<file path="src/verilog/tcp_pkg.sv">
`default_nettype none

package tcp_pkg;

    // connection states
    typedef enum logic [2:0] {
        ST_CLOSED,
        ST_SYN_SENT,
        ST_ESTABLISHED,
        ST_FIN_WAIT_1,
        ST_FIN_WAIT_2,
        ST_TIME_WAIT,
        ST_LAST_ACK
    } tcp_state_t;

    // classified received segments
    typedef enum logic [2:0] {
        MSG_SYNACK,
        MSG_ACK,
        MSG_FIN,
        MSG_RST,
        MSG_BAD
    } rx_msg_t;

    // transmit requests, TX_FIN carries ACK as well
    typedef enum logic [1:0] {
        TX_SYN,
        TX_ACK,
        TX_FIN
    } tx_req_t;

    // bit positions in the 8-bit flags field
    localparam int FLAG_FIN = 0;
    localparam int FLAG_SYN = 1;
    localparam int FLAG_RST = 2;
    localparam int FLAG_ACK = 4;

    localparam logic [15:0] RX_WINDOW = 16'h4000;

    localparam int TIME_WAIT_CYCLES = 16;
    localparam int TW_CNT_W = $clog2(TIME_WAIT_CYCLES + 1);
    localparam logic [TW_CNT_W-1:0] TW_LAST = TW_CNT_W'(TIME_WAIT_CYCLES - 1);

endpackage

`default_nettype wire

</file>
<file path="src/verilog/tcp_hdr_gen.sv">
`timescale 1ns/1ps
`default_nettype none

module tcp_hdr_gen (
    input  wire          i_clk,
    input  wire          i_rst,

    input  wire [15:0]   i_src_port,
    input  wire [15:0]   i_dst_port,

    input  wire [31:0]   i_seq,
    input  wire [7:0]    i_flags,
    input  wire          i_hdr_valid,
    output logic         o_hdr_ready,

    input  wire [31:0]   i_rcv_nxt,

    output logic [15:0]  o_tx_src_port,
    output logic [15:0]  o_tx_dst_port,
    output logic [31:0]  o_tx_seq,
    output logic [31:0]  o_tx_ack,
    output logic [7:0]   o_tx_flags,
    output logic [15:0]  o_tx_window,
    output logic         o_tx_valid,
    input  wire          i_tx_ready
);

logic        tx_valid_q;
logic        hdr_fire;
logic [31:0] ack_sel;

// refill allowed in the cycle the held header leaves
assign o_hdr_ready = !tx_valid_q || i_tx_ready;
assign hdr_fire    = i_hdr_valid && o_hdr_ready;

// ack field only meaningful with ACK set
assign ack_sel = i_flags[tcp_pkg::FLAG_ACK] ? i_rcv_nxt : 32'd0;

assign o_tx_valid  = tx_valid_q;
assign o_tx_window = tcp_pkg::RX_WINDOW;

always_ff @(posedge i_clk) begin
    if (i_rst) begin
        tx_valid_q <= 1'b0;
    end else if (hdr_fire) begin
        tx_valid_q <= 1'b1;
    end else if (i_tx_ready) begin
        tx_valid_q <= 1'b0;
    end
end

always_ff @(posedge i_clk) begin
    if (hdr_fire) begin
        o_tx_src_port <= i_src_port;
        o_tx_dst_port <= i_dst_port;
        o_tx_seq      <= i_seq;
        o_tx_ack      <= ack_sel;
        o_tx_flags    <= i_flags;
    end
end

endmodule

`default_nettype wire

</file>
<file path="src/verilog/tcp_rx_ctrl.sv">
`timescale 1ns/1ps
`default_nettype none

module tcp_rx_ctrl (
    input  wire                      i_clk,
    input  wire                      i_rst,

    input  wire [31:0]               i_rx_seq,
    input  wire [31:0]               i_rx_ack,
    input  wire [7:0]                i_rx_flags,
    input  wire [15:0]               i_rx_window,
    input  wire                      i_rx_valid,
    output logic                     o_rx_ready,

    input  wire [31:0]               i_snd_nxt,

    output tcp_pkg::rx_msg_t         o_msg,
    output logic                     o_msg_valid,
    input  wire                      i_msg_ready,

    output logic [31:0]              o_rcv_nxt
);

tcp_pkg::rx_msg_t msg_q;
tcp_pkg::rx_msg_t msg_d;
logic msg_valid_q;

logic [31:0] rcv_nxt_q;

logic rx_fire;
logic msg_fire;
logic f_syn;
logic f_ack;
logic f_fin;
logic f_rst;
logic ack_ok;
logic seq_ok;

// one-entry message register
assign o_rx_ready = !msg_valid_q;
assign rx_fire    = i_rx_valid && o_rx_ready;
assign msg_fire   = msg_valid_q && i_msg_ready;

assign f_syn = i_rx_flags[tcp_pkg::FLAG_SYN];
assign f_ack = i_rx_flags[tcp_pkg::FLAG_ACK];
assign f_fin = i_rx_flags[tcp_pkg::FLAG_FIN];
assign f_rst = i_rx_flags[tcp_pkg::FLAG_RST];

assign ack_ok = (i_rx_ack == i_snd_nxt);
assign seq_ok = (i_rx_seq == rcv_nxt_q);

assign o_msg       = msg_q;
assign o_msg_valid = msg_valid_q;
assign o_rcv_nxt   = rcv_nxt_q;

always_comb begin
    if (f_rst) begin
        msg_d = tcp_pkg::MSG_RST;
    end else if (f_syn && f_ack && ack_ok) begin
        msg_d = tcp_pkg::MSG_SYNACK;
    end else if (f_fin && !f_syn && ack_ok && seq_ok) begin
        msg_d = tcp_pkg::MSG_FIN;
    end else if (f_ack && !f_syn && !f_fin && ack_ok) begin
        msg_d = tcp_pkg::MSG_ACK;
    end else begin
        msg_d = tcp_pkg::MSG_BAD;
    end
end

always_ff @(posedge i_clk) begin
    if (i_rst) begin
        msg_valid_q <= 1'b0;
        rcv_nxt_q   <= '0;
    end else if (rx_fire) begin
        msg_valid_q <= 1'b1;
        // SYN and in-order FIN each occupy one sequence number
        if (msg_d == tcp_pkg::MSG_SYNACK) begin
            rcv_nxt_q <= i_rx_seq + 32'd1;
        end else if (msg_d == tcp_pkg::MSG_FIN) begin
            rcv_nxt_q <= rcv_nxt_q + 32'd1;
        end
    end else if (msg_fire) begin
        msg_valid_q <= 1'b0;
    end
end

always_ff @(posedge i_clk) begin
    if (rx_fire) begin
        msg_q <= msg_d;
    end
end

endmodule

`default_nettype wire

</file>
<file path="src/verilog/tcp_state_manager.sv">
`timescale 1ns/1ps
`default_nettype none

module tcp_state_manager (
    input  wire                      i_clk,
    input  wire                      i_rst,

    input  wire                      i_enable,
    input  wire                      i_open,
    input  wire                      i_close,

    input  wire tcp_pkg::rx_msg_t    i_msg,
    input  wire                      i_msg_valid,
    output logic                     o_msg_ready,

    output tcp_pkg::tx_req_t         o_req,
    output logic                     o_req_valid,
    input  wire                      i_req_ready,

    output tcp_pkg::tcp_state_t      o_state
);

tcp_pkg::tcp_state_t state_q;
tcp_pkg::tcp_state_t state_d;

tcp_pkg::tx_req_t req_q;
tcp_pkg::tx_req_t req_d;
logic req_valid_q;
logic req_set;

logic [tcp_pkg::TW_CNT_W-1:0] tw_cnt;
logic msg_fire;

// no new message while a request is still waiting
assign o_msg_ready = !req_valid_q;
assign msg_fire    = i_msg_valid && o_msg_ready;

assign o_req       = req_q;
assign o_req_valid = req_valid_q;
assign o_state     = state_q;

always_comb begin
    state_d = state_q;
    req_d   = tcp_pkg::TX_ACK;
    req_set = 1'b0;

    if (!i_enable) begin
        state_d = tcp_pkg::ST_CLOSED;
    end else if (msg_fire && i_msg == tcp_pkg::MSG_RST) begin
        state_d = tcp_pkg::ST_CLOSED;
    end else if (state_q == tcp_pkg::ST_TIME_WAIT) begin
        // timer runs even if the last ACK is still queued
        if (tw_cnt == tcp_pkg::TW_LAST) begin
            state_d = tcp_pkg::ST_CLOSED;
        end
    end else if (!req_valid_q) begin
        case (state_q)
            tcp_pkg::ST_CLOSED: begin
                if (i_open) begin
                    state_d = tcp_pkg::ST_SYN_SENT;
                    req_d   = tcp_pkg::TX_SYN;
                    req_set = 1'b1;
                end
            end
            tcp_pkg::ST_SYN_SENT: begin
                if (msg_fire && i_msg == tcp_pkg::MSG_SYNACK) begin
                    state_d = tcp_pkg::ST_ESTABLISHED;
                    req_d   = tcp_pkg::TX_ACK;
                    req_set = 1'b1;
                end
            end
            tcp_pkg::ST_ESTABLISHED: begin
                // peer FIN wins over a local close in the same cycle
                if (msg_fire && i_msg == tcp_pkg::MSG_FIN) begin
                    state_d = tcp_pkg::ST_LAST_ACK;
                    req_d   = tcp_pkg::TX_FIN;
                    req_set = 1'b1;
                end else if (i_close) begin
                    state_d = tcp_pkg::ST_FIN_WAIT_1;
                    req_d   = tcp_pkg::TX_FIN;
                    req_set = 1'b1;
                end
            end
            tcp_pkg::ST_FIN_WAIT_1: begin
                if (msg_fire && i_msg == tcp_pkg::MSG_ACK) begin
                    state_d = tcp_pkg::ST_FIN_WAIT_2;
                end
            end
            tcp_pkg::ST_FIN_WAIT_2: begin
                if (msg_fire && i_msg == tcp_pkg::MSG_FIN) begin
                    state_d = tcp_pkg::ST_TIME_WAIT;
                    req_d   = tcp_pkg::TX_ACK;
                    req_set = 1'b1;
                end
            end
            tcp_pkg::ST_LAST_ACK: begin
                if (msg_fire && i_msg == tcp_pkg::MSG_ACK) begin
                    state_d = tcp_pkg::ST_CLOSED;
                end
            end
            default: begin
                state_d = tcp_pkg::ST_CLOSED;
            end
        endcase
    end
end

always_ff @(posedge i_clk) begin
    if (i_rst) begin
        state_q     <= tcp_pkg::ST_CLOSED;
        req_valid_q <= 1'b0;
        tw_cnt      <= '0;
    end else begin
        state_q <= state_d;

        if (!i_enable) begin
            req_valid_q <= 1'b0;
        end else if (req_set) begin
            req_valid_q <= 1'b1;
        end else if (i_req_ready) begin
            req_valid_q <= 1'b0;
        end

        if (state_q == tcp_pkg::ST_TIME_WAIT) begin
            tw_cnt <= tw_cnt + 1'b1;
        end else begin
            tw_cnt <= '0;
        end
    end
end

always_ff @(posedge i_clk) begin
    if (req_set) begin
        req_q <= req_d;
    end
end

endmodule

`default_nettype wire

</file>
<file path="src/verilog/tcp_stream.sv">
`timescale 1ns/1ps
`default_nettype none

module tcp_stream (
    input  wire                  i_clk,
    input  wire                  i_rst,

    input  wire                  i_enable,
    input  wire                  i_open,
    input  wire                  i_close,
    input  wire [15:0]           i_src_port,
    input  wire [15:0]           i_dst_port,
    input  wire [31:0]           i_isn,

    input  wire                  i_rx_valid,
    output logic                 o_rx_ready,
    input  wire [31:0]           i_rx_seq,
    input  wire [31:0]           i_rx_ack,
    input  wire [7:0]            i_rx_flags,
    input  wire [15:0]           i_rx_window,

    output logic                 o_tx_valid,
    input  wire                  i_tx_ready,
    output logic [15:0]          o_tx_src_port,
    output logic [15:0]          o_tx_dst_port,
    output logic [31:0]          o_tx_seq,
    output logic [31:0]          o_tx_ack,
    output logic [7:0]           o_tx_flags,
    output logic [15:0]          o_tx_window,

    output tcp_pkg::tcp_state_t  o_state
);

tcp_pkg::rx_msg_t msg;
logic             msg_valid;
logic             msg_ready;

tcp_pkg::tx_req_t req;
logic             req_valid;
logic             req_ready;

logic [31:0]      hdr_seq;
logic [7:0]       hdr_flags;
logic             hdr_valid;
logic             hdr_ready;

logic [31:0]      snd_nxt;
logic [31:0]      rcv_nxt;

// connection fsm
tcp_state_manager u_tcp_state_manager (
    .i_clk          (i_clk),
    .i_rst          (i_rst),
    .i_enable       (i_enable),
    .i_open         (i_open),
    .i_close        (i_close),
    .i_msg          (msg),
    .i_msg_valid    (msg_valid),
    .o_msg_ready    (msg_ready),
    .o_req          (req),
    .o_req_valid    (req_valid),
    .i_req_ready    (req_ready),
    .o_state        (o_state)
);

// send side
tcp_tx_ctrl u_tcp_tx_ctrl (
    .i_clk          (i_clk),
    .i_rst          (i_rst),
    .i_isn          (i_isn),
    .i_req          (req),
    .i_req_valid    (req_valid),
    .o_req_ready    (req_ready),
    .o_seq          (hdr_seq),
    .o_flags        (hdr_flags),
    .o_hdr_valid    (hdr_valid),
    .i_hdr_ready    (hdr_ready),
    .o_snd_nxt      (snd_nxt)
);

// receive side
tcp_rx_ctrl u_tcp_rx_ctrl (
    .i_clk          (i_clk),
    .i_rst          (i_rst),
    .i_rx_seq       (i_rx_seq),
    .i_rx_ack       (i_rx_ack),
    .i_rx_flags     (i_rx_flags),
    .i_rx_window    (i_rx_window),
    .i_rx_valid     (i_rx_valid),
    .o_rx_ready     (o_rx_ready),
    .i_snd_nxt      (snd_nxt),
    .o_msg          (msg),
    .o_msg_valid    (msg_valid),
    .i_msg_ready    (msg_ready),
    .o_rcv_nxt      (rcv_nxt)
);

// outgoing header register
tcp_hdr_gen u_tcp_hdr_gen (
    .i_clk          (i_clk),
    .i_rst          (i_rst),
    .i_src_port     (i_src_port),
    .i_dst_port     (i_dst_port),
    .i_seq          (hdr_seq),
    .i_flags        (hdr_flags),
    .i_hdr_valid    (hdr_valid),
    .o_hdr_ready    (hdr_ready),
    .i_rcv_nxt      (rcv_nxt),
    .o_tx_src_port  (o_tx_src_port),
    .o_tx_dst_port  (o_tx_dst_port),
    .o_tx_seq       (o_tx_seq),
    .o_tx_ack       (o_tx_ack),
    .o_tx_flags     (o_tx_flags),
    .o_tx_window    (o_tx_window),
    .o_tx_valid     (o_tx_valid),
    .i_tx_ready     (i_tx_ready)
);

endmodule

`default_nettype wire

</file>
<file path="src/verilog/tcp_tx_ctrl.sv">
`timescale 1ns/1ps
`default_nettype none

module tcp_tx_ctrl (
    input  wire                      i_clk,
    input  wire                      i_rst,

    input  wire [31:0]               i_isn,

    input  wire tcp_pkg::tx_req_t    i_req,
    input  wire                      i_req_valid,
    output logic                     o_req_ready,

    output logic [31:0]              o_seq,
    output logic [7:0]               o_flags,
    output logic                     o_hdr_valid,
    input  wire                      i_hdr_ready,

    output logic [31:0]              o_snd_nxt
);

logic [31:0] snd_nxt_q;
logic [31:0] seq_q;
logic [7:0]  flags_q;
logic        hdr_valid_q;

logic        req_fire;
logic        hdr_fire;
logic [7:0]  req_flags;
logic        consumes_seq;

// one header slot, request taken only when it is free
assign o_req_ready = !hdr_valid_q;
assign req_fire    = i_req_valid && o_req_ready;
assign hdr_fire    = hdr_valid_q && i_hdr_ready;

assign consumes_seq = flags_q[tcp_pkg::FLAG_SYN] | flags_q[tcp_pkg::FLAG_FIN];

assign o_seq       = seq_q;
assign o_flags     = flags_q;
assign o_hdr_valid = hdr_valid_q;
assign o_snd_nxt   = snd_nxt_q;

always_comb begin
    req_flags = '0;
    case (i_req)
        tcp_pkg::TX_SYN: begin
            req_flags[tcp_pkg::FLAG_SYN] = 1'b1;
        end
        tcp_pkg::TX_FIN: begin
            req_flags[tcp_pkg::FLAG_FIN] = 1'b1;
            req_flags[tcp_pkg::FLAG_ACK] = 1'b1;
        end
        default: begin
            req_flags[tcp_pkg::FLAG_ACK] = 1'b1;
        end
    endcase
end

always_ff @(posedge i_clk) begin
    if (i_rst) begin
        hdr_valid_q <= 1'b0;
        snd_nxt_q   <= '0;
    end else if (req_fire) begin
        hdr_valid_q <= 1'b1;
        if (i_req == tcp_pkg::TX_SYN) begin
            snd_nxt_q <= i_isn;
        end
    end else if (hdr_fire) begin
        hdr_valid_q <= 1'b0;
        // SYN and FIN each take one sequence number
        if (consumes_seq) begin
            snd_nxt_q <= snd_nxt_q + 32'd1;
        end
    end
end

always_ff @(posedge i_clk) begin
    if (req_fire) begin
        seq_q   <= (i_req == tcp_pkg::TX_SYN) ? i_isn : snd_nxt_q;
        flags_q <= req_flags;
    end
end

endmodule

`default_nettype wire
</file>
<file path="config.mk">
export PLATFORM = sky130hd
export DESIGN_NAME = tcp_stream
export DESIGN_NICKNAME = d
export VERILOG_FILES = /design/src/verilog/tcp_pkg.sv /design/src/verilog/tcp_hdr_gen.sv /design/src/verilog/tcp_rx_ctrl.sv /design/src/verilog/tcp_state_manager.sv /design/src/verilog/tcp_stream.sv /design/src/verilog/tcp_tx_ctrl.sv
export SDC_FILE = /design/constraint.sdc
export NUM_CORES = 1
export LEC_CHECK = 0
export ABC_AREA = 1
export BUFFER_PORTS_ARGS = -buffer_cell sky130_fd_sc_hd__buf_4
export CAP_MARGIN = 20
export CORE_MARGIN = 3
export CORE_UTILIZATION = 35
export CTS_CLUSTER_DIAMETER = 40
export DETAILED_ROUTE_END_ITERATION = 8
export HOLD_SLACK_MARGIN = 0.05
export PLACE_DENSITY = 0.61
export SLEW_MARGIN = 20
export SYNTH_ARGS = -nofsm -noshare
export SYNTH_HDL_FRONTEND = slang
export SYNTH_SLANG_ARGS = --single-unit
</file>
<file path="constraint.sdc">
create_clock -name i_clk -period 5.8 [get_ports i_clk]
set_input_delay 1.16 -clock i_clk [delete_from_list [all_inputs] [get_ports i_clk]]
set_output_delay 1.16 -clock i_clk [all_outputs]
set_load 0.05 [all_outputs]
</file>
Word-level counts from Yosys, hierarchy flattened

Index checks and enable logic that the tools add are counted.

Register bits: 215
Bits of input ports: 159
Output and inout port bits: 125
Word-level logic and storage cells: 132

$add $sub $neg: 4
Equal/unequal tests: 23
Multiplexer cells: 46
Bitwise logic cells: 3
Reduce and logical (&&, ||, !) cells: 39

Operator list:

| operator                | number |
|---|---|
| $mux W32                | 6 |
| $add A32 B1 Y32 const B | 3 |
| $eq A32 B32 Y1          | 2 |
| $mux W3                 | 14 |
| $mux W1                 | 21 |
| $pmux W3 S6             | 1 |
| $logic_and A1 B1 Y1     | 16 |
| $eq A3 B2 Y1 const B    | 5 |
| $ne A3 B1 Y1 const B    | 4 |
| $reduce_bool A2 Y1      | 5 |
| $eq A3 B3 Y1 const B    | 3 |
| $logic_not A3 Y1        | 3 |
| $reduce_and A8 Y1       | 1 |
| $eq A3 B1 Y1 const B    | 2 |
| $logic_not A1 Y1        | 6 |
| $add A5 B1 Y5 const B   | 1 |
| $eq A5 B4 Y1 const B    | 1 |
| $mux W2                 | 2 |
| $ne A2 B2 Y1 const B    | 2 |
| $ne A4 B2 Y1 const B    | 1 |
| $pmux W1 S4             | 1 |
| $pmux W2 S2             | 1 |
| $reduce_and A2 Y1       | 2 |
| $reduce_or A2 Y1        | 2 |
| other kinds (9)         | 10 |

Logic depth before layout (Yosys ltp)

Depth after elaboration: 11
Depth in mapped cells: 27

By module

From an unflattened synthesis, not the netlist that was laid out.

Cell total of the unflattened synthesis: 1,654
Area, all modules: 12,592.1 µm²

Modules (own cells, without submodules):

| module            | instances | cells each | area an instance (µm²) | seq. area each (µm²) |
|---|---|---|---|---|
| tcp_rx_ctrl       | 1         | 809        | 4,331.7                | 750.7 |
| tcp_tx_ctrl       | 1         | 536        | 3,980.1                | 1,711.6 |
| tcp_hdr_gen       | 1         | 195        | 3,565.9                | 3,143.0 |
| tcp_state_manager | 1         | 114        | 714.4                  | 240.2 |

Least setup slack after synthesis

Ideal clock, no wire load.

Path type: input to register
From: in i_tx_ready
To: reg u_tcp_tx_ctrl.snd_nxt_q[29], in the netlist u_tcp_tx_ctrl.o_snd_nxt[29]
Library setup time: 0.075 ns
Arrival time: 4.860 ns
Path slack: 0.865 ns
Stages: 11
Cell sequence: inv_1 nand2_1 nand2_1 inv_1 o21ai_0 inv_1 nor2_1 inv_1 clkbuf_1 o21ai_0 a31oi_1

Cells in the longest elaborated chain, start to end: 4

Ends and longest elaborated chain:

| element                          | RTL line          | text |
|---|---|---|
| start, declared                  | tcp_stream.sv:23  | `input wire i_tx_ready,` |
| $logic_or A1 B1 Y1               | tcp_hdr_gen.sv:33 | `assign o_hdr_ready = !tx_valid_q \|\| i_tx_ready;` |
| $logic_and A1 B1 Y1              | -                 |  |
| named net u_tcp_hdr_gen.hdr_fire | tcp_hdr_gen.sv:29 | `logic hdr_fire;` |
| $reduce_bool A2 Y1 (no line)     | -                 |  |
| $reduce_and A2 Y1 (no line)      | -                 |  |
| end signal, assigned             | tcp_tx_ctrl.sv:67 | `snd_nxt_q <= i_isn;` |
| end signal, assigned             | tcp_tx_ctrl.sv:73 | `snd_nxt_q <= snd_nxt_q + 32'd1;` |
| end, declared                    | tcp_tx_ctrl.sv:22 | `logic [31:0] snd_nxt_q;` |

The timed path passes the listed nets, and every way through them passes these cells.
A chain may end at the register's enable or synchronous reset.

Final worst setup path

From: in i_rx_seq[18]
To: reg u_tcp_rx_ctrl.rcv_nxt_q[22], in the netlist u_tcp_rx_ctrl.o_rcv_nxt[22]

Cells in the longest elaborated chain, start to end: 8
Elaborated cells between the ends (all ways): 11
Those cells by class: 1 x add/sub; 2 x eq/ne; 4 x mux; 4 x reduce/logical

Ends and longest elaborated chain:

| element                                                 | RTL line                             | text |
|---|---|---|
| start, declared                                         | tcp_stream.sv:17                     | `input wire [31:0] i_rx_seq,` |
| $eq A32 B32 Y1                                          | tcp_rx_ctrl.sv:50                    | `assign seq_ok = (i_rx_seq == rcv_nxt_q);` |
| $logic_and A1 B1 Y1                                     | tcp_rx_ctrl.sv:61                    | `end else if (f_fin && !f_syn && ack_ok && seq_ok) begin` |
| $mux W3                                                 | tcp_rx_ctrl.sv:61                    |  |
| $mux W3                                                 | tcp_rx_ctrl.sv:59                    | `end else if (f_syn && f_ack && ack_ok) begin` |
| $mux W3                                                 | tcp_rx_ctrl.sv:57                    | `if (f_rst) begin` |
| $eq A3 B2 Y1 / $logic_not A3 Y1 (equally long branches) | tcp_rx_ctrl.sv:79, tcp_rx_ctrl.sv:77 |  |
| $reduce_bool A2 Y1 (no line)                            | -                                    |  |
| $reduce_and A2 Y1 (no line)                             | -                                    |  |
| end signal, assigned                                    | tcp_rx_ctrl.sv:78                    | `rcv_nxt_q <= i_rx_seq + 32'd1;` |
| end signal, assigned                                    | tcp_rx_ctrl.sv:80                    | `rcv_nxt_q <= rcv_nxt_q + 32'd1;` |
| end, declared                                           | tcp_rx_ctrl.sv:28                    | `logic [31:0] rcv_nxt_q;` |

Several ways; a longest one is shown, not always the timed one.

==> impl_metrics.prom <==
# TYPE chip_impl_metric gauge
chip_impl_metric{name="internal_cell_power",unit="mW"} 3.40
chip_impl_metric{name="total_power",unit="mW"} 4.67
chip_impl_metric{name="numClockSinks",unit=""} 215
chip_impl_metric{name="final-max-slew-violation-count",unit=""} 0
chip_impl_metric{name="regToRegSetupSlack",unit="ps"} 1860
chip_impl_metric{name="rr_worst_depth",unit=""} 21
chip_impl_metric{name="total_leakage_power",unit="nW"} 7.24
chip_impl_info{name="critical_path.startpoint_type",value="input pin"} 1
chip_impl_metric{name="synth.ff_latch_count",unit=""} 215
chip_impl_metric{name="setup-tns-final",unit="ps"} 0
chip_impl_info{name="hold_path_end",value="u_tcp_hdr_gen.o_tx_seq[26]$_DFFE_PP_"} 1
chip_impl_metric{name="postCtsHoldBufs",unit=""} 0
chip_impl_metric{name="timing.final.crit_share",unit=""} 0.732
chip_impl_metric{name="whs",unit="ps"} 418
chip_impl_metric{name="cp_slowest_stage_delay",unit="ps"} 540
chip_impl_metric{name="fraction_of_synthesized_area_in_multiplexers",unit=""} 0.000811
chip_impl_info{name="worstHoldPathType",value="reg -> reg"} 1
chip_impl_info{name="main_combinational_cell_family_by_area_after_synthesis",value="simple AND/OR/NAND/NOR gates"} 1
chip_impl_metric{name="vias_in_the_first_global_route",unit=""} 11300
chip_impl_info{name="hp-start",value="u_tcp_tx_ctrl.o_seq[26]$_DFFE_PP_"} 1
chip_impl_metric{name="design.die.area",unit="um^2"} 37500
chip_impl_metric{name="synth_area_in_simple_gates",unit=""} 0.303
chip_impl_metric{name="die_h",unit="um"} 194
chip_impl_info{name="synth.most_common_cell",value="sky130_fd_sc_hd__nand2_1"} 1
chip_impl_info{name="critical_path.cell_chain",value="buf_4 -> xor2_1 -> nor2_1 -> nand3_1 -> nor2_1 -> inv_1 -> nor2_1 -> nand2_2 -> nand3_4 -> nand2_1 -> o21ai_2 -> inv_2 -> ha_1 -> nand2_1 -> nor2_1 -> nand2_1 -> nor2_4 -> nand2_1 -> nand2_1 -> nand3_1 -> nand2_1 -> inv_1"} 1
chip_impl_metric{name="number_of_nets_still_failing_antenna_checks_after_routing",unit=""} 0
chip_impl_metric{name="first_iter_violations",unit=""} 932
chip_impl_metric{name="power.ir.vdd_worst",unit="uV"} 172
chip_impl_metric{name="clock_power_share",unit=""} 0.508
chip_impl_metric{name="yosys.cell_types.count",unit=""} 48
chip_impl_metric{name="combinationalPowerShare",unit=""} 0.122
chip_impl_metric{name="synth_area_in_xor_xnor",unit=""} 0.0234
chip_impl_metric{name="synth-async-reset-ratio",unit=""} 0
chip_impl_metric{name="clkLatencyLatePin",unit="ps"} 540
chip_impl_metric{name="port_buffers",unit=""} 242
chip_impl_info{name="synth.top_cells.by_area",value="sky130_fd_sc_hd__edfxtp_1, sky130_fd_sc_hd__nand2_1, sky130_fd_sc_hd__dfxtp_1"} 1
chip_impl_metric{name="synth-compound-area-share",unit=""} 0.0853
chip_impl_metric{name="cts_resized",unit=""} 0
chip_impl_metric{name="initial_core_util",unit=""} 0.356
chip_impl_metric{name="share_of_the_synthesized_area_in_the_top_cell_type",unit=""} 0.338
chip_impl_metric{name="timing.hold.worst_path_depth",unit=""} 0
chip_impl_metric{name="final_core_util",unit=""} 0.457
chip_impl_metric{name="numCtsBuffers",unit=""} 40
chip_impl_info{name="timing_worst_setup_path_type",value="in -> reg"} 1
chip_impl_metric{name="placement_rows",unit=""} 68
chip_impl_metric{name="max_slew.worst_pin.slew",unit="ps"} 1090
chip_impl_metric{name="antenna_found_initial",unit=""} 0
chip_impl_metric{name="routed_wl",unit="mm"} 39.3
chip_impl_metric{name="layout.nets",unit=""} 2078
chip_impl_metric{name="yosysSeqAreaShare",unit=""} 0.462
chip_impl_metric{name="postCtsSetupRepairBufs",unit=""} 0
chip_impl_metric{name="layout-area-overhead-vs-synth",unit="%"} 28.3
chip_impl_info{name="status",value="finished, final reports clean"} 1
chip_impl_metric{name="finalHoldViolCount",unit=""} 0
chip_impl_metric{name="route.detailed.wl_per_inst",unit="um"} 16.3
chip_impl_metric{name="post_synth_inst_count",unit=""} 1677
chip_impl_metric{name="timing.final.setup_violations",unit=""} 0
chip_impl_info{name="worstReg2RegEnd",value="u_tcp_rx_ctrl.o_rcv_nxt[22]$_SDFFE_PP0P_"} 1
chip_impl_info{name="synth_commonest_cells",value="sky130_fd_sc_hd__nand2_1, sky130_fd_sc_hd__inv_1, sky130_fd_sc_hd__edfxtp_1"} 1
chip_impl_metric{name="syn_area_per_cell",unit="um^2"} 7.36
chip_impl_metric{name="cap_viol_max_count",unit=""} 0
chip_impl_info{name="ctsRootBufferMaster",value="sky130_fd_sc_hd__clkbuf_16"} 1
chip_impl_info{name="grt_setup_unrepaired",value="no"} 1
chip_impl_metric{name="worst_rel_slew_slack",unit=""} 0.275
chip_impl_metric{name="total_buffers_and_inverters_traversed_by_the_critical_path",unit=""} 4
chip_impl_info{name="worst_setup_path_end_kind",value="flop"} 1
chip_impl_info{name="critical_path.reg2reg.startpoint",value="u_tcp_rx_ctrl.o_rcv_nxt[30]$_SDFFE_PP0P_"} 1
chip_impl_info{name="dominantRegCellSynth",value="sky130_fd_sc_hd__edfxtp_1"} 1
chip_impl_metric{name="io_pins",unit=""} 284
chip_impl_metric{name="crit_arrival",unit="ps"} 4680
chip_impl_info{name="timing.critical_path.max_delay_family",value="simple AND/OR/NAND/NOR gates"} 1
chip_impl_metric{name="p_seq_frac",unit=""} 0.370
chip_impl_metric{name="power_switching_share",unit=""} 0.272
chip_impl_metric{name="insertedDiodeCount",unit=""} 0
chip_impl_metric{name="global_route_wire_length_before_repair",unit="mm"} 61.3
chip_impl_metric{name="dr.pass1.iters",unit=""} 5
chip_impl_metric{name="gr-total-overflow",unit=""} 0
chip_impl_info{name="worst_path_most_repeated_cell",value="sky130_fd_sc_hd__nand2_1"} 1
chip_impl_metric{name="gp_routability_congestion",unit=""} 0.976
chip_impl_info{name="synth.largest_area_cell",value="sky130_fd_sc_hd__edfxtp_1"} 1
chip_impl_metric{name="p_per_area",unit="nW/um^2"} 295
chip_impl_metric{name="synthAdderAreaFrac",unit=""} 0.00406
chip_impl_metric{name="clock_tree_skew_after_final_layout",unit="ps"} 20.1
chip_impl_metric{name="avgViaCountPerCell",unit=""} 4.84
chip_impl_metric{name="maximum_number_of_pins_on_one_net_before_global_route_repair",unit=""} 77
chip_impl_metric{name="post-dp-hpwl",unit="mm"} 29.0
chip_impl_metric{name="yosysWarnings",unit=""} 0
chip_impl_metric{name="htree_num_levels",unit=""} 2
chip_impl_metric{name="cts-root-to-sink-buffers",unit=""} 3
chip_impl_metric{name="required",unit="ps"} 6240
chip_impl_metric{name="vias",unit=""} 11600
chip_impl_metric{name="fin_crit",unit="ps"} 4240
chip_impl_metric{name="groute.usage.overall",unit=""} 0.204
chip_impl_metric{name="p_switching",unit="mW"} 1.27
chip_impl_metric{name="clk_pin_slew",unit="ps"} 50
chip_impl_metric{name="synth-edff-count",unit=""} 139
chip_impl_metric{name="die_x",unit="um"} 194
chip_impl_info{name="critical-path-slowest-cell",value="sky130_fd_sc_hd__nand3_4"} 1
chip_impl_metric{name="fmaxAchievable",unit="MHz"} 236
chip_impl_metric{name="worstPathMaxFanout",unit=""} 32
chip_impl_metric{name="drc",unit=""} 0
chip_impl_metric{name="std_cell_core_area",unit="um^2"} 34600
chip_impl_metric{name="final_layout_size_suffix_gt1_frac",unit=""} 0.204
chip_impl_info{name="tritoncts",value="yes"} 1
chip_impl_metric{name="syn_area",unit="um^2"} 12300
-- flip-flops by register name, summed over array words and instances (netlist names) --
register,flops
u_tcp_rx_ctrl.o_msg_valid,1
u_tcp_state_manager.o_state,3
u_tcp_tx_ctrl.o_snd_nxt,32
u_tcp_state_manager.o_req_valid,1
u_tcp_rx_ctrl.o_msg,3
u_tcp_hdr_gen.o_tx_src_port,16
u_tcp_rx_ctrl.o_rcv_nxt,32
u_tcp_hdr_gen.o_tx_ack,32
u_tcp_hdr_gen.o_tx_valid,1
u_tcp_tx_ctrl.o_hdr_valid,1
u_tcp_state_manager.o_req,2
u_tcp_hdr_gen.o_tx_seq,32
u_tcp_hdr_gen.o_tx_flags,3
u_tcp_tx_ctrl.o_seq,32
u_tcp_tx_ctrl.o_flags,3
u_tcp_hdr_gen.o_tx_dst_port,16
u_tcp_state_manager.tw_cnt,5
-- cell families after synthesis --
family / Yosys count
buf+inv: 358
simple gates: 874
flops: 215
xor+xnor: 33
compound gates: 190
other cells: 2
mux: 1
fa+ha+maj: 4
-- power by group through the flow --
stage | clock network [mW] | logic, mW | registers, mW
5_1_grt | 2.51 | 0.632 | 1.73
3_5_place_dp | 0 | 0.568 | 1.76
2_1_floorplan | 0 | 0.307 | 1.82
4_1_cts | 2.43 | 0.570 | 1.73
6_report | 2.37 | 0.571 | 1.73
3_3_place_gp | 0 | 0.562 | 1.76
-- worst register-to-register path, delay by kind of cell, from the launching register on --
family / cells / cell delay (ps)
AO/OA/AOI/OAI: 1 / 100
XOR/XNOR: 1 / 340
adder cells (fa/ha/maj): 1 / 210
buffers and inverters: 3 / 180
flip-flops: 1 / 420
AND/OR/NAND/NOR: 15 / 2610
-- cell type report --
| cell class | instances | area, um^2 |
|---|---|---|
| Sequential cell | 215 | 5700 |
| Tap cell | 455 | 569 |
| Inverter | 283 | 1070 |
| Clock buffer | 46 | 1070 |
| Multi-Input combinational cell | 1123 | 5230 |
| Timing Repair Buffer | 252 | 1890 |
| Fill cell | 3468 | 18800 |
| Clock inverter | 28 | 315 |
-- routing by layer --
| metal | track usage | wire length (um) |
|---|---|---|
| met3 | 0.0405 | 2890 |
| met1 | 0.284 | 17900 |
| met2 | 0.316 | 17100 |
| met5 | 0 | 0 |
| met4 | 0.0774 | 1350 |
-- stage by stage --
step	setup slack (ps)	cell area, um^2	instances
after floorplan	865	12400	1696
after global placement	1060	14500	2328
after detailed placement	1050	14500	2328
after CTS	1620	15800	2402
after global routing	1210	15800	2402
final	1560	15800	2402
-- worst max path at each step --
stage	start	endpoint	slack, ps	depth (start not counted)
after floorplan	i_tx_ready	u_tcp_tx_ctrl.o_snd_nxt[29]$_SDFFE_PP0P_	870	11
after global placement	i_rx_seq[23]	u_tcp_rx_ctrl.o_rcv_nxt[22]$_SDFFE_PP0P_	1060	24
after detailed placement	i_rx_seq[23]	u_tcp_rx_ctrl.o_rcv_nxt[22]$_SDFFE_PP0P_	1050	24
after CTS	i_rx_seq[23]	u_tcp_rx_ctrl.o_rcv_nxt[30]$_SDFFE_PP0P_	1620	24
after global routing	i_rx_seq[23]	u_tcp_rx_ctrl.o_rcv_nxt[22]$_SDFFE_PP0P_	1210	24
final	i_rx_seq[18]	u_tcp_rx_ctrl.o_rcv_nxt[22]$_SDFFE_PP0P_	1560	22
-- cells in the final DEF, fill, tap and decap left out, types with 3 or more instances in the layout --
cell	n
sky130_fd_sc_hd__dfxtp_1	76
sky130_fd_sc_hd__nand3_1	61
sky130_fd_sc_hd__nor2_1	134
sky130_fd_sc_hd__clkinvlp_4	3
sky130_fd_sc_hd__nand2_1	547
sky130_fd_sc_hd__inv_6	4
sky130_fd_sc_hd__or2_2	14
sky130_fd_sc_hd__nand4_1	32
sky130_fd_sc_hd__clkinv_1	3
sky130_fd_sc_hd__nor2_4	9
sky130_fd_sc_hd__clkinv_2	7
sky130_fd_sc_hd__a21oi_1	56
sky130_fd_sc_hd__xnor2_1	6
sky130_fd_sc_hd__inv_1	263
sky130_fd_sc_hd__nor3_1	28
sky130_fd_sc_hd__o21ai_0	87
sky130_fd_sc_hd__clkbuf_16	42
sky130_fd_sc_hd__inv_2	17
sky130_fd_sc_hd__clkbuf_1	4
sky130_fd_sc_hd__xor2_1	27
sky130_fd_sc_hd__bufinv_16	4
sky130_fd_sc_hd__nor2_2	13
sky130_fd_sc_hd__clkinv_4	5
sky130_fd_sc_hd__a2111oi_0	3
sky130_fd_sc_hd__o221ai_1	4
sky130_fd_sc_hd__ha_1	4
sky130_fd_sc_hd__a31oi_1	11
sky130_fd_sc_hd__conb_1	21
sky130_fd_sc_hd__edfxtp_1	139
sky130_fd_sc_hd__o21ai_1	7
sky130_fd_sc_hd__nor4_1	12
sky130_fd_sc_hd__a211oi_1	10
sky130_fd_sc_hd__buf_4	252
sky130_fd_sc_hd__nand2_2	15
sky130_fd_sc_hd__a221oi_1	3
No activity file was read; power rests on OpenSTA's default activity.
